$ cat config.mk
export PLATFORM = sky130hd
export DESIGN_NAME = fetchPredict
export DESIGN_NICKNAME = d
export VERILOG_FILES = /design/src/fetchPredictPkg.sv /design/src/pcGenerator.sv /design/src/targetBuffer.sv /design/src/directionPredictor.sv /design/src/branchResolver.sv /design/src/fetchPredict.sv
export VERILOG_INCLUDE_DIRS = /design/src
export SDC_FILE = /design/constraint.sdc
export NUM_CORES = 1
export LEC_CHECK = 0
export ABC_AREA = 1
export ABC_CLOCK_PERIOD_IN_PS = 9100
export BUFFER_PORTS_ARGS = -buffer_cell sky130_fd_sc_hd__buf_2
export CORE_MARGIN = 1.5
export CORE_UTILIZATION = 35
export CTS_BUF_LIST = sky130_fd_sc_hd__clkbuf_4 sky130_fd_sc_hd__clkbuf_8
export DETAILED_ROUTE_END_ITERATION = 16
export MAX_ROUTING_LAYER = met4
export PLACE_DENSITY_LB_ADDON = 0.2
export SETUP_SLACK_MARGIN = 0.15
export SLEW_MARGIN = 20
export SYNTH_ARGS = -nofsm -noshare
export SYNTH_HDL_FRONTEND = slang
export SYNTH_SLANG_ARGS = --single-unit
$ cat constraint.sdc
create_clock -name clk -period 9.1 [get_ports clk]
set_clock_uncertainty 0.15 [all_clocks]
set_input_delay 0 -clock clk [delete_from_list [all_inputs] [get_ports clk]]
set_output_delay 0 -clock clk [all_outputs]
set_load 0.02 [all_outputs]
$ cat src/fetchPredict_settings.svh
// ==========================================================================
// Fetch predictor sizing, reset PC and RISC-V opcode values
// ==========================================================================
`ifndef FETCHPREDICT_SETTINGS_SVH
`define FETCHPREDICT_SETTINGS_SVH

`define XLEN          32            // Address width
`define BTB_ENTRIES   32
`define BTB_IDX_BITS  5             // PC bits 6..2 select the entry
`define GHR_BITS      5             // Counter table holds 2**GHR_BITS entries

`define PC_START      32'h0000_0000

// Opcodes the predictor cares about
`define OPCODE_BRANCH 7'b1100011
`define OPCODE_JAL    7'b1101111
`define OPCODE_JALR   7'b1100111

`endif

$ cat src/fetchPredictPkg.sv
// ==========================================================================
// Fetch predictor types: opcode classes and the pipeline, resolve and
// table update records
// ==========================================================================
`default_nettype none
`include "fetchPredict_settings.svh"

package fetchPredictPkg;

    typedef enum logic [1:0] {
        CLASS_OTHER  = 2'd0,
        CLASS_BRANCH = 2'd1,
        CLASS_JUMP   = 2'd2   // JAL and JALR alike
    } opClass_t;

    typedef struct packed {
        logic                 valid;
        logic [`XLEN-1:0]     pc;
        opClass_t             opClass;
        logic                 predTaken;
        logic [`GHR_BITS-1:0] histIdx;  // Counter index used at fetch
    } pipeRec_t;

    typedef struct packed {
        logic             taken;
        logic [`XLEN-1:0] target;
    } resolve_t;

    typedef struct packed {
        logic                     btbWe;
        logic [`BTB_IDX_BITS-1:0] btbIdx;
        logic [`XLEN-1:0]         btbData;
        logic                     phtWe;
        logic                     phtInc;    // Count up when the branch was taken
        logic [`GHR_BITS-1:0]     phtIdx;
        logic                     mispredict;
        logic [`XLEN-1:0]         redirectPc;
    } update_t;

    function automatic opClass_t classifyOp(input logic [6:0] op);
        opClass_t cls;
        case (op)
            `OPCODE_BRANCH:             cls = CLASS_BRANCH;
            `OPCODE_JAL, `OPCODE_JALR:  cls = CLASS_JUMP;
            default:                    cls = CLASS_OTHER;
        endcase
        return cls;
    endfunction

endpackage

`default_nettype wire

$ cat src/pcGenerator.sv
// ==========================================================================
// Program counter with next-PC selection and the fetch-stage record
// ==========================================================================
`timescale 1ns/1ps
`default_nettype none
`include "fetchPredict_settings.svh"

module pcGenerator import fetchPredictPkg::*; (
    input  wire logic                 clk,
    input  wire logic                 reset,
    input  wire logic                 stall_i,
    input  wire logic [6:0]           fetchOp_i,
    input  wire logic                 btbHit_i,
    input  wire logic [`XLEN-1:0]     btbTarget_i,
    input  wire logic                 counterTaken_i,
    input  wire logic [`GHR_BITS-1:0] historyIdx_i,
    input  wire update_t              update_i,
    output logic [`XLEN-1:0]          pc_o,
    output pipeRec_t                  fetchRec_o
);

    opClass_t         fetchClass;
    logic             predTaken;
    logic [`XLEN-1:0] nextPc;

    assign fetchClass = classifyOp(fetchOp_i);

    // A jump only needs a BTB hit, a branch also needs the counter
    assign predTaken = btbHit_i &&
                       ((fetchClass == CLASS_JUMP) ||
                        (fetchClass == CLASS_BRANCH && counterTaken_i));

    always_comb begin
        if (update_i.mispredict)
            nextPc = update_i.redirectPc;
        else if (predTaken)
            nextPc = btbTarget_i;
        else
            nextPc = pc_o + `XLEN'd4;
    end

    always_ff @(posedge clk) begin
        if (reset)
            pc_o <= `PC_START;
        else if (update_i.mispredict || !stall_i)   // Redirect wins over stall
            pc_o <= nextPc;
    end

    assign fetchRec_o = '{valid: 1'b1, pc: pc_o, opClass: fetchClass,
                          predTaken: predTaken, histIdx: historyIdx_i};

endmodule

`default_nettype wire

$ cat src/targetBuffer.sv
// ==========================================================================
// Direct-mapped branch target buffer, untagged, with per-entry valid bits
// ==========================================================================
`timescale 1ns/1ps
`default_nettype none
`include "fetchPredict_settings.svh"

module targetBuffer import fetchPredictPkg::*; (
    input  wire logic             clk,
    input  wire logic             reset,
    input  wire logic [`XLEN-1:0] pc_i,
    input  wire update_t          update_i,
    output logic                  hit_o,
    output logic [`XLEN-1:0]      target_o
);

    logic [`BTB_ENTRIES-1:0]  entryValid;
    logic [`XLEN-1:0]         targets [`BTB_ENTRIES];
    logic [`BTB_IDX_BITS-1:0] readIdx;

    // Aliasing PCs share an entry since no tag is kept
    assign readIdx = pc_i[`BTB_IDX_BITS+1:2];

    // Lookup is combinational from the fetch PC
    assign hit_o    = entryValid[readIdx];
    assign target_o = targets[readIdx];

    always_ff @(posedge clk) begin
        if (reset) begin
            entryValid <= '0;
        end else if (update_i.btbWe) begin
            entryValid[update_i.btbIdx] <= 1'b1;
        end
    end

    always_ff @(posedge clk) begin
        if (update_i.btbWe)
            targets[update_i.btbIdx] <= update_i.btbData;
    end

endmodule

`default_nettype wire

$ cat src/directionPredictor.sv
// ==========================================================================
// Global history register and the table of 2-bit saturating counters
// ==========================================================================
`timescale 1ns/1ps
`default_nettype none
`include "fetchPredict_settings.svh"

module directionPredictor import fetchPredictPkg::*; (
    input  wire logic                 clk,
    input  wire logic                 reset,
    input  wire logic                 stall_i,
    input  wire logic [6:0]           fetchOp_i,
    input  wire update_t              update_i,
    output logic                      counterTaken_o,
    output logic [`GHR_BITS-1:0]      historyIdx_o
);

    localparam int PHT_ENTRIES = 1 << `GHR_BITS;

    logic [`GHR_BITS-1:0] ghr;
    logic [1:0]           counters [PHT_ENTRIES];
    logic                 shiftEn;

    // Table is read at the current history, counter MSB gives the direction
    assign historyIdx_o   = ghr;
    assign counterTaken_o = counters[ghr][1];

    // Every fetched branch shifts, even on a BTB miss
    assign shiftEn = !stall_i && (classifyOp(fetchOp_i) == CLASS_BRANCH);

    always_ff @(posedge clk) begin
        if (reset || update_i.mispredict)
            ghr <= '0;
        else if (shiftEn)
            ghr <= {ghr[`GHR_BITS-2:0], counterTaken_o};
    end

    always_ff @(posedge clk) begin
        if (reset) begin
            for (int i = 0; i < PHT_ENTRIES; i++)
                counters[i] <= 2'b01;   // Weakly not taken
        end else if (update_i.phtWe) begin
            if (update_i.phtInc) begin
                if (counters[update_i.phtIdx] != 2'b11)
                    counters[update_i.phtIdx] <= counters[update_i.phtIdx] + 2'd1;
            end else begin
                if (counters[update_i.phtIdx] != 2'b00)
                    counters[update_i.phtIdx] <= counters[update_i.phtIdx] - 2'd1;
            end
        end
    end

endmodule

`default_nettype wire

$ cat src/branchResolver.sv
// ==========================================================================
// Decode and execute records, prediction check against the actual outcome
// and the table update record
// ==========================================================================
`timescale 1ns/1ps
`default_nettype none
`include "fetchPredict_settings.svh"

module branchResolver import fetchPredictPkg::*; (
    input  wire logic     clk,
    input  wire logic     reset,
    input  wire logic     stall_i,
    input  wire pipeRec_t fetchRec_i,
    input  wire resolve_t exOutcome_i,
    output update_t       update_o
);

    pipeRec_t decRec;
    pipeRec_t exRec;
    logic     isBranch;
    logic     isJump;
    logic     mispredict;

    always_ff @(posedge clk) begin
        if (reset || mispredict) begin
            decRec.valid <= 1'b0;           // Flush
        end else if (!stall_i) begin
            decRec <= fetchRec_i;
        end
    end

    always_ff @(posedge clk) begin
        if (reset || mispredict || stall_i) begin
            exRec.valid <= 1'b0;            // Bubble while fetch holds
        end else begin
            exRec <= decRec;
        end
    end

    assign isBranch = exRec.valid && (exRec.opClass == CLASS_BRANCH);
    assign isJump   = exRec.valid && (exRec.opClass == CLASS_JUMP);

    // A jump that fetch did not follow is always a miss
    assign mispredict = (isBranch && (exRec.predTaken != exOutcome_i.taken)) ||
                        (isJump && !exRec.predTaken);

    always_comb begin
        update_o.btbWe      = exRec.valid && (exOutcome_i.taken || isJump);
        update_o.btbIdx     = exRec.pc[`BTB_IDX_BITS+1:2];
        update_o.btbData    = exOutcome_i.target;
        update_o.phtWe      = isBranch;
        update_o.phtInc     = exOutcome_i.taken;
        update_o.phtIdx     = exRec.histIdx;      // Index seen at fetch time
        update_o.mispredict = mispredict;
        update_o.redirectPc = exOutcome_i.taken ? exOutcome_i.target
                                                : exRec.pc + `XLEN'd4;
    end

endmodule

`default_nettype wire

$ cat src/fetchPredict.sv
// ==========================================================================
// Fetch-side branch prediction unit for a single issue slot
// ==========================================================================
`timescale 1ns/1ps
`default_nettype none
`include "fetchPredict_settings.svh"

module fetchPredict import fetchPredictPkg::*; (
    input  wire logic             clk,
    input  wire logic             reset,
    input  wire logic             stall_i,
    input  wire logic [6:0]       fetchOp_i,
    input  wire resolve_t         exOutcome_i,
    output logic [`XLEN-1:0]      pc_o,
    output logic                  mispredict_o
);

    logic                 btbHit;
    logic [`XLEN-1:0]     btbTarget;
    logic                 counterTaken;
    logic [`GHR_BITS-1:0] historyIdx;
    pipeRec_t             fetchRec;
    update_t              update;

    pcGenerator pcGen (
        .clk            (clk),
        .reset          (reset),
        .stall_i        (stall_i),
        .fetchOp_i      (fetchOp_i),
        .btbHit_i       (btbHit),
        .btbTarget_i    (btbTarget),
        .counterTaken_i (counterTaken),
        .historyIdx_i   (historyIdx),
        .update_i       (update),
        .pc_o           (pc_o),
        .fetchRec_o     (fetchRec)
    );

    targetBuffer btb (
        .clk      (clk),
        .reset    (reset),
        .pc_i     (pc_o),
        .update_i (update),
        .hit_o    (btbHit),
        .target_o (btbTarget)
    );

    directionPredictor dirPred (
        .clk            (clk),
        .reset          (reset),
        .stall_i        (stall_i),
        .fetchOp_i      (fetchOp_i),
        .update_i       (update),
        .counterTaken_o (counterTaken),
        .historyIdx_o   (historyIdx)
    );

    branchResolver resolver (
        .clk         (clk),
        .reset       (reset),
        .stall_i     (stall_i),
        .fetchRec_i  (fetchRec),
        .exOutcome_i (exOutcome_i),
        .update_o    (update)
    );

    assign mispredict_o = update.mispredict;

endmodule

`default_nettype wire

# Yosys cells after proc, flatten, opt, wreduce, memory -nomap -nowiden
# Memories as Yosys holds them, arrays and structs flattened. A register that Yosys moved wholly into a read port is not among the register bits.
# Index checks and enable logic that the tools add are counted.
[classes]
n_addsub = 4
order_cmp = 3
eq_ne = 9
muxes = 31
bitwise = 4
reduce_logical = 21
[op_table]
columns = ["op", "n"]
rows = [
  ["32-bit 2-to-1 mux", 3],
  ["32-bit by 3-bit adder with 32-bit output (second input constant)", 2],
  ["32-bit OR", 1],
  ["5-bit 2-to-1 mux", 6],
  ["7-bit equality test (second input constant)", 3],
  ["1-bit 2-to-1 mux", 17],
  ["5-bit by 6-bit less-than comparator with 1-bit output (second input constant)", 2],
  ["1-bit logical AND", 9],
  ["1-bit logical OR", 6],
  ["1-bit binary-select mux with 5-bit select", 1],
  ["1-bit demux with 5-bit select", 1],
  ["5-bit by 1-bit greater-or-equal comparator with 1-bit output (second input constant)", 1],
  ["2-bit by 1-bit equality test with 1-bit output (second input constant)", 2],
  ["2-bit equality test (second input constant)", 2],
  ["2-bit 2-to-1 mux", 2],
  ["2-bit one-hot mux with 2 select lines", 1],
  ["2-bit OR reduction", 2],
  ["2-bit by 1-bit adder with 2-bit output (second input constant)", 1],
  ["1-bit zero test", 2],
  ["2-bit != test (second input constant)", 1],
  ["1-bit NOT", 2],
  ["2-bit AND reduction", 1],
  ["2-bit nonzero test", 1],
  ["2-bit by 1-bit subtractor with 2-bit output (second input constant)", 1],
  ["2 further kinds", 2],
]
[totals]
register_bits = 151
ramBits = 1088
inputBits = 43
out_inout_bits = 33
mem_count = 2
[mem_list]
columns = ["name", "words", "width", "read_ports", "rd_clocked_by_memory_dff", "write_ports", "line", "source"]
rows = [
  ["btb.targets", 32, 32, 1, 1, 1, "targetBuffer.sv:18", "logic [`XLEN-1:0] targets [`BTB_ENTRIES];"],
  ["dirPred.counters", 32, 2, 2, 2, 32, "directionPredictor.sv:21", "logic [1:0] counters [PHT_ENTRIES];"],
]

# Longest topological paths before layout
[depth]
depth_word = 11
mapped_depth = 18
mapped_depth_nobuf = 15

# Modules after synthesis
# From an unflattened synthesis, not the netlist that was laid out.
[hier_totals]
cells_unflattened = 5235
hier_area_um2 = 54466.0
[by_module_without_submodules]
columns = ["mod", "n_inst", "cells_per_inst", "area_each_um2"]
rows = [
  ["targetBuffer", 1, 3698, 43075.1],
  ["branchResolver", 1, 423, 4117.7],
  ["directionPredictor", 1, 540, 4117.7],
  ["pcGenerator", 1, 574, 3155.5],
]

# Worst setup path after synthesis
# OpenSTA, ideal clock, no wires.
[synth_path]
kind = "reg-to-reg"
from = "register resolver.exRec[6] (netlist bit)"
to = "register resolver.decRec[0] (netlist bit), enable pin"
setup_time_ns = 0.474
arrival_time_ns = 3.489
required_time_ns = 8.476
slack_ns = 4.987
path_stages_with_launch = 9
path_buffers = 2
period_less_slack_ns = 4.113
path_cell_list = "edfxtp_1 -> nand3_1 -> nand3b_1 -> nand2_1 -> buf_2 -> nor2_1 -> inv_1 -> nor2_1 -> clkbuf_1"
[synth_between]
elab_chain_len = 7
elab_cells_between_ends = 10
cone_classes = "2 x eq/ne; 1 x bitwise; 7 x reduce/logical"
[synth_rtl]
columns = ["element", "line", "source"]
rows = [
  ["start: declaration", "branchResolver.sv:19", "pipeRec_t exRec;"],
  ["start signal: assignment", "branchResolver.sv:36", "exRec <= decRec;"],
  ["2-bit by 1-bit equality test with 1-bit output / 2-bit equality test (equally long branches)", "branchResolver.sv:40, branchResolver.sv:41", ""],
  ["1-bit logical AND, on equally long branches", "branchResolver.sv:40, branchResolver.sv:41", ""],
  ["1-bit logical AND, on equally long branches", "branchResolver.sv:44, branchResolver.sv:45", ""],
  ["1-bit logical OR *", "branchResolver.sv:44", "assign mispredict = (isBranch && (exRec.predTaken != exOutcome_i.taken)) ||"],
  ["1-bit logical OR *", "branchResolver.sv:25", "if (reset || mispredict) begin"],
  ["1-bit NOT (no source line) *", "--", ""],
  ["2-bit AND reduction (no source line) *", "--", ""],
  ["end signal: assignment", "branchResolver.sv:28", "decRec <= fetchRec_i;"],
  ["end: declaration", "branchResolver.sv:18", "pipeRec_t decRec;"],
]
# Mark *: on every way between the ends. The rest lies on a longest branch, timed or not.
# A chain may end at the register's enable or synchronous reset.

==> results_dict.tcl <==
set metrics [dict create \
    multiInputGateArea_sq_um 13500 \
    cp_max_fo 34 \
    grt_max_degree 191 \
    syn_inst 4350 \
    power_density_nw_per_um2 207 \
    clkSlewWorstSetupHoldPaths_ps 70 \
    hold_start "exOutcome_i[15]" \
    die_area_sq_um 151000 \
    worst_pin_slew_ps 1170 \
    grt-busiest-layer "met2" \
    wirelength_mm 168 \
    use_met3 0.0359 \
    cp.required_ps 9820 \
    hold_viol 0 \
    synth_flop_cell "edfxtp_1" \
    grtUsageMet1 0.309 \
    whs_path_depth 2 \
    max_stage_delay_ps 660 \
    leakage_nw 19.3 \
    fin_setup_tns_ps 0 \
    synth_top_cell_by_area "edfxtp_1" \
    area_growth_pct 13.0 \
    netlist_top_cells_area "edfxtp_1 67%, nor2_1 5.9%, o21ai_0 5.3%" \
    core_sq_um 148000 \
    num_rows 141 \
    globalplace.congestion 0.891 \
    crit_arrival_ps 4990 \
    die_w_um 389 \
    vias 35900 \
    cts_buffers 203 \
    wl_per_cell_um 25.7 \
    drv_slew 0 \
    detailedPlace.worstSlack_ps 5150 \
    grt_overflow 0 \
    cp_common_cell "dlygate4sd3_1" \
    yosysUniqueCellTypes 48 \
    synth_nets 4398 \
    status "finished, final reports clean" \
    fmax_mhz 234 \
    cts_setup_buffers 0 \
    netlist_area_sq_um 52000 \
    dpl.hpwl_mm 87.1 \
    drv_cap 0 \
    period_needed_ps 4270 \
    max-clock-path-buffers 3 \
    timing.critical_path.cells "dlygate4sd3_1 > buf_2 > dlygate4sd3_1 > nor2_1 > dlygate4sd3_1 > inv_1 > nor4_2 > dlygate4sd3_1 > dlygate4sd3_1 > nand3_2 > nand2_4 > nand2_4 > inv_4 > nand3_1 > nand3_1 > nand2_1 > inv_1" \
    io_pins 76 \
    nets 4502 \
    grtUsageTotal 0.226 \
    grt_pass1_vias 34400 \
    max-slew-margin-rel 0.217 \
    start_util 0.352 \
    cts_tree "yes" \
    cts-root-buf "clkbuf_8" \
    rsz0062_at_grt "no" \
    critPathCaptureType "register" \
    dr.pass1.iters 5 \
    cp-start-kind "primary input" \
    synth_common_cells "1168 x edfxtp_1, 815 x nor2_1, 550 x o21ai_0" \
    drive_gt1_frac 0.120 \
    min_to "btb.targets[0][15]$_DFFE_PP_" \
    async_flop_share 0 \
    use_met2 0.344 \
    clk_latency_ps 950 \
    stdcell_area_sq_um 58800 \
    synth_top_area_share 0.674 \
    fin_crit_sh 0.469 \
    htreeDepth 4 \
    setup_viol 0 \
    worstRegToRegCells 12 \
    grt_pass1_wl_mm 243 \
    seq_area_sq_um 36800 \
    drt_iter0_markers 3650 \
    placedInstanceArea_sq_um 54000 \
    synthMostInstantiatedCell "edfxtp_1" \
    drc 0 \
    syn_area_per_cell_sq_um 12.0 \
    synth_edf_count 1168 \
    cts.sinks 1254 \
    cp-startpoint "fetchOp_i[4]" \
    viasPerCell 5.49 \
    fin_ws_ps 4830 \
    crit_type "in2reg" \
    reg2reg_to "pcGen.pc_o[26]$_SDFFE_PP0N_" \
    synth-seq-area-share 0.707 \
    fillers 14100 \
    ys_ff_latch 1254 \
    reg2reg_slack_ps 5210 \
    peakVddDrop_mv 0.130 \
    antenna_found_initial 3 \
    min_path_type "in2reg" \
    portBuffers 75 \
    ant_nets 0 \
    yosys_warnings 0 \
    die_h_um 389 \
    power_mw 12.1 \
    cpMaxStageDelayCell "dlygate4sd3_1" \
]
[layout make-up]
type | instances | share of cell area
inverter | 93 | 0.00647
tap | 1930 | 0.0411
sequential | 1254 | 0.626
timing repair buffer | 221 | 0.0295
clock buffer | 282 | 0.0584
clock inverter | 77 | 0.00911
antenna | 2 | 0.0000851
multi-input combinational | 2681 | 0.229
[how the worst max path moves through the flow]
| stage | to | slack (ps) | cells after the start |
|---|---|---|---|
| final | pcGen.pc_o[11]$_SDFFE_PP0N_ | 4830 | 17 |
| after global routing | pcGen.pc_o[20]$_SDFFE_PP0N_ | 4670 | 17 |
| after CTS | pcGen.pc_o[11]$_SDFFE_PP0N_ | 4920 | 17 |
| after detailed placement | register | 5150 | 14 |
| after global placement | pcGen.pc_o[25]$_SDFFE_PP0N_ | 5160 | 14 |
| after floorplan | resolver.decRec[0]$_DFFE_PP_ | 4990 | 8 |
[report_power, final]
group          leakage, nW  total (mW)  internal (mW)  switching, mW
clock                 2.09        4.89           2.59           2.30
combinational         6.02       0.846          0.224          0.622
sequential            11.2        6.40           6.34         0.0681
total                 19.3        12.1           9.15           2.99
[through the flow]
step,utilization,std cells,hold slack (ps)
3_3_place_gp,0.366,6097,201
2_1_floorplan,-,4350,-71.5
4_1_cts,0.398,6538,2.38
3_5_place_dp,0.366,6097,193
5_1_grt,0.398,6540,69.4
6_report,0.398,6540,61.3
[worst max-delay path: cells and delay by family]
family,cells,cell delay (ps)
buffers and inverters,9,3590
AND/OR/NAND/NOR,8,1360
[sequential cells by signal, summed over array words and instances (netlist names), named ones only]
name	cells
resolver.decRec	41
dirPred.historyIdx_o	5
btb.entryValid	32
dirPred.counters	64
resolver.exRec	31
pcGen.pc_o	32
btb.targets	1024
resolver.update_o	10
[cells by family after synthesis]
logic type               share of synthesized area
adder cells (fa/ha/maj)                    0.00120
AND/OR/NAND/NOR                              0.132
flip-flops                                   0.707
AO/OA/AOI/OAI                                0.113
buffers and inverters                       0.0388
XOR/XNOR                                   0.00707
[metal layers]
metal	part of all wire	up-vias	wire, um
met4	0.030	0	5120
met3	0.070	283	11900
met1	0.44	18100	73900
met5	0	-	0
li1	-	16100	-
met2	0.46	1412	77400
[layout by cell type (no fill, tap or decap), drive strengths merged, types with 86 or more instances in the layout]
master     n
edfxtp  1168
nor2     823
o21ai    569
nand2    448
clkbuf   282
nand3    266
buf      142
o211ai   127
o221ai   121
a21oi     97
inv       97
dfxtp     86
[what timing repair did]
action / 4_1_cts / 5_1_grt
endpoints found under the hold margin: 1115 / 0
hold buffers: 82 / 0
gates resized for setup: 0 / 0
Note: power is estimated with default switching activity, not from simulation.
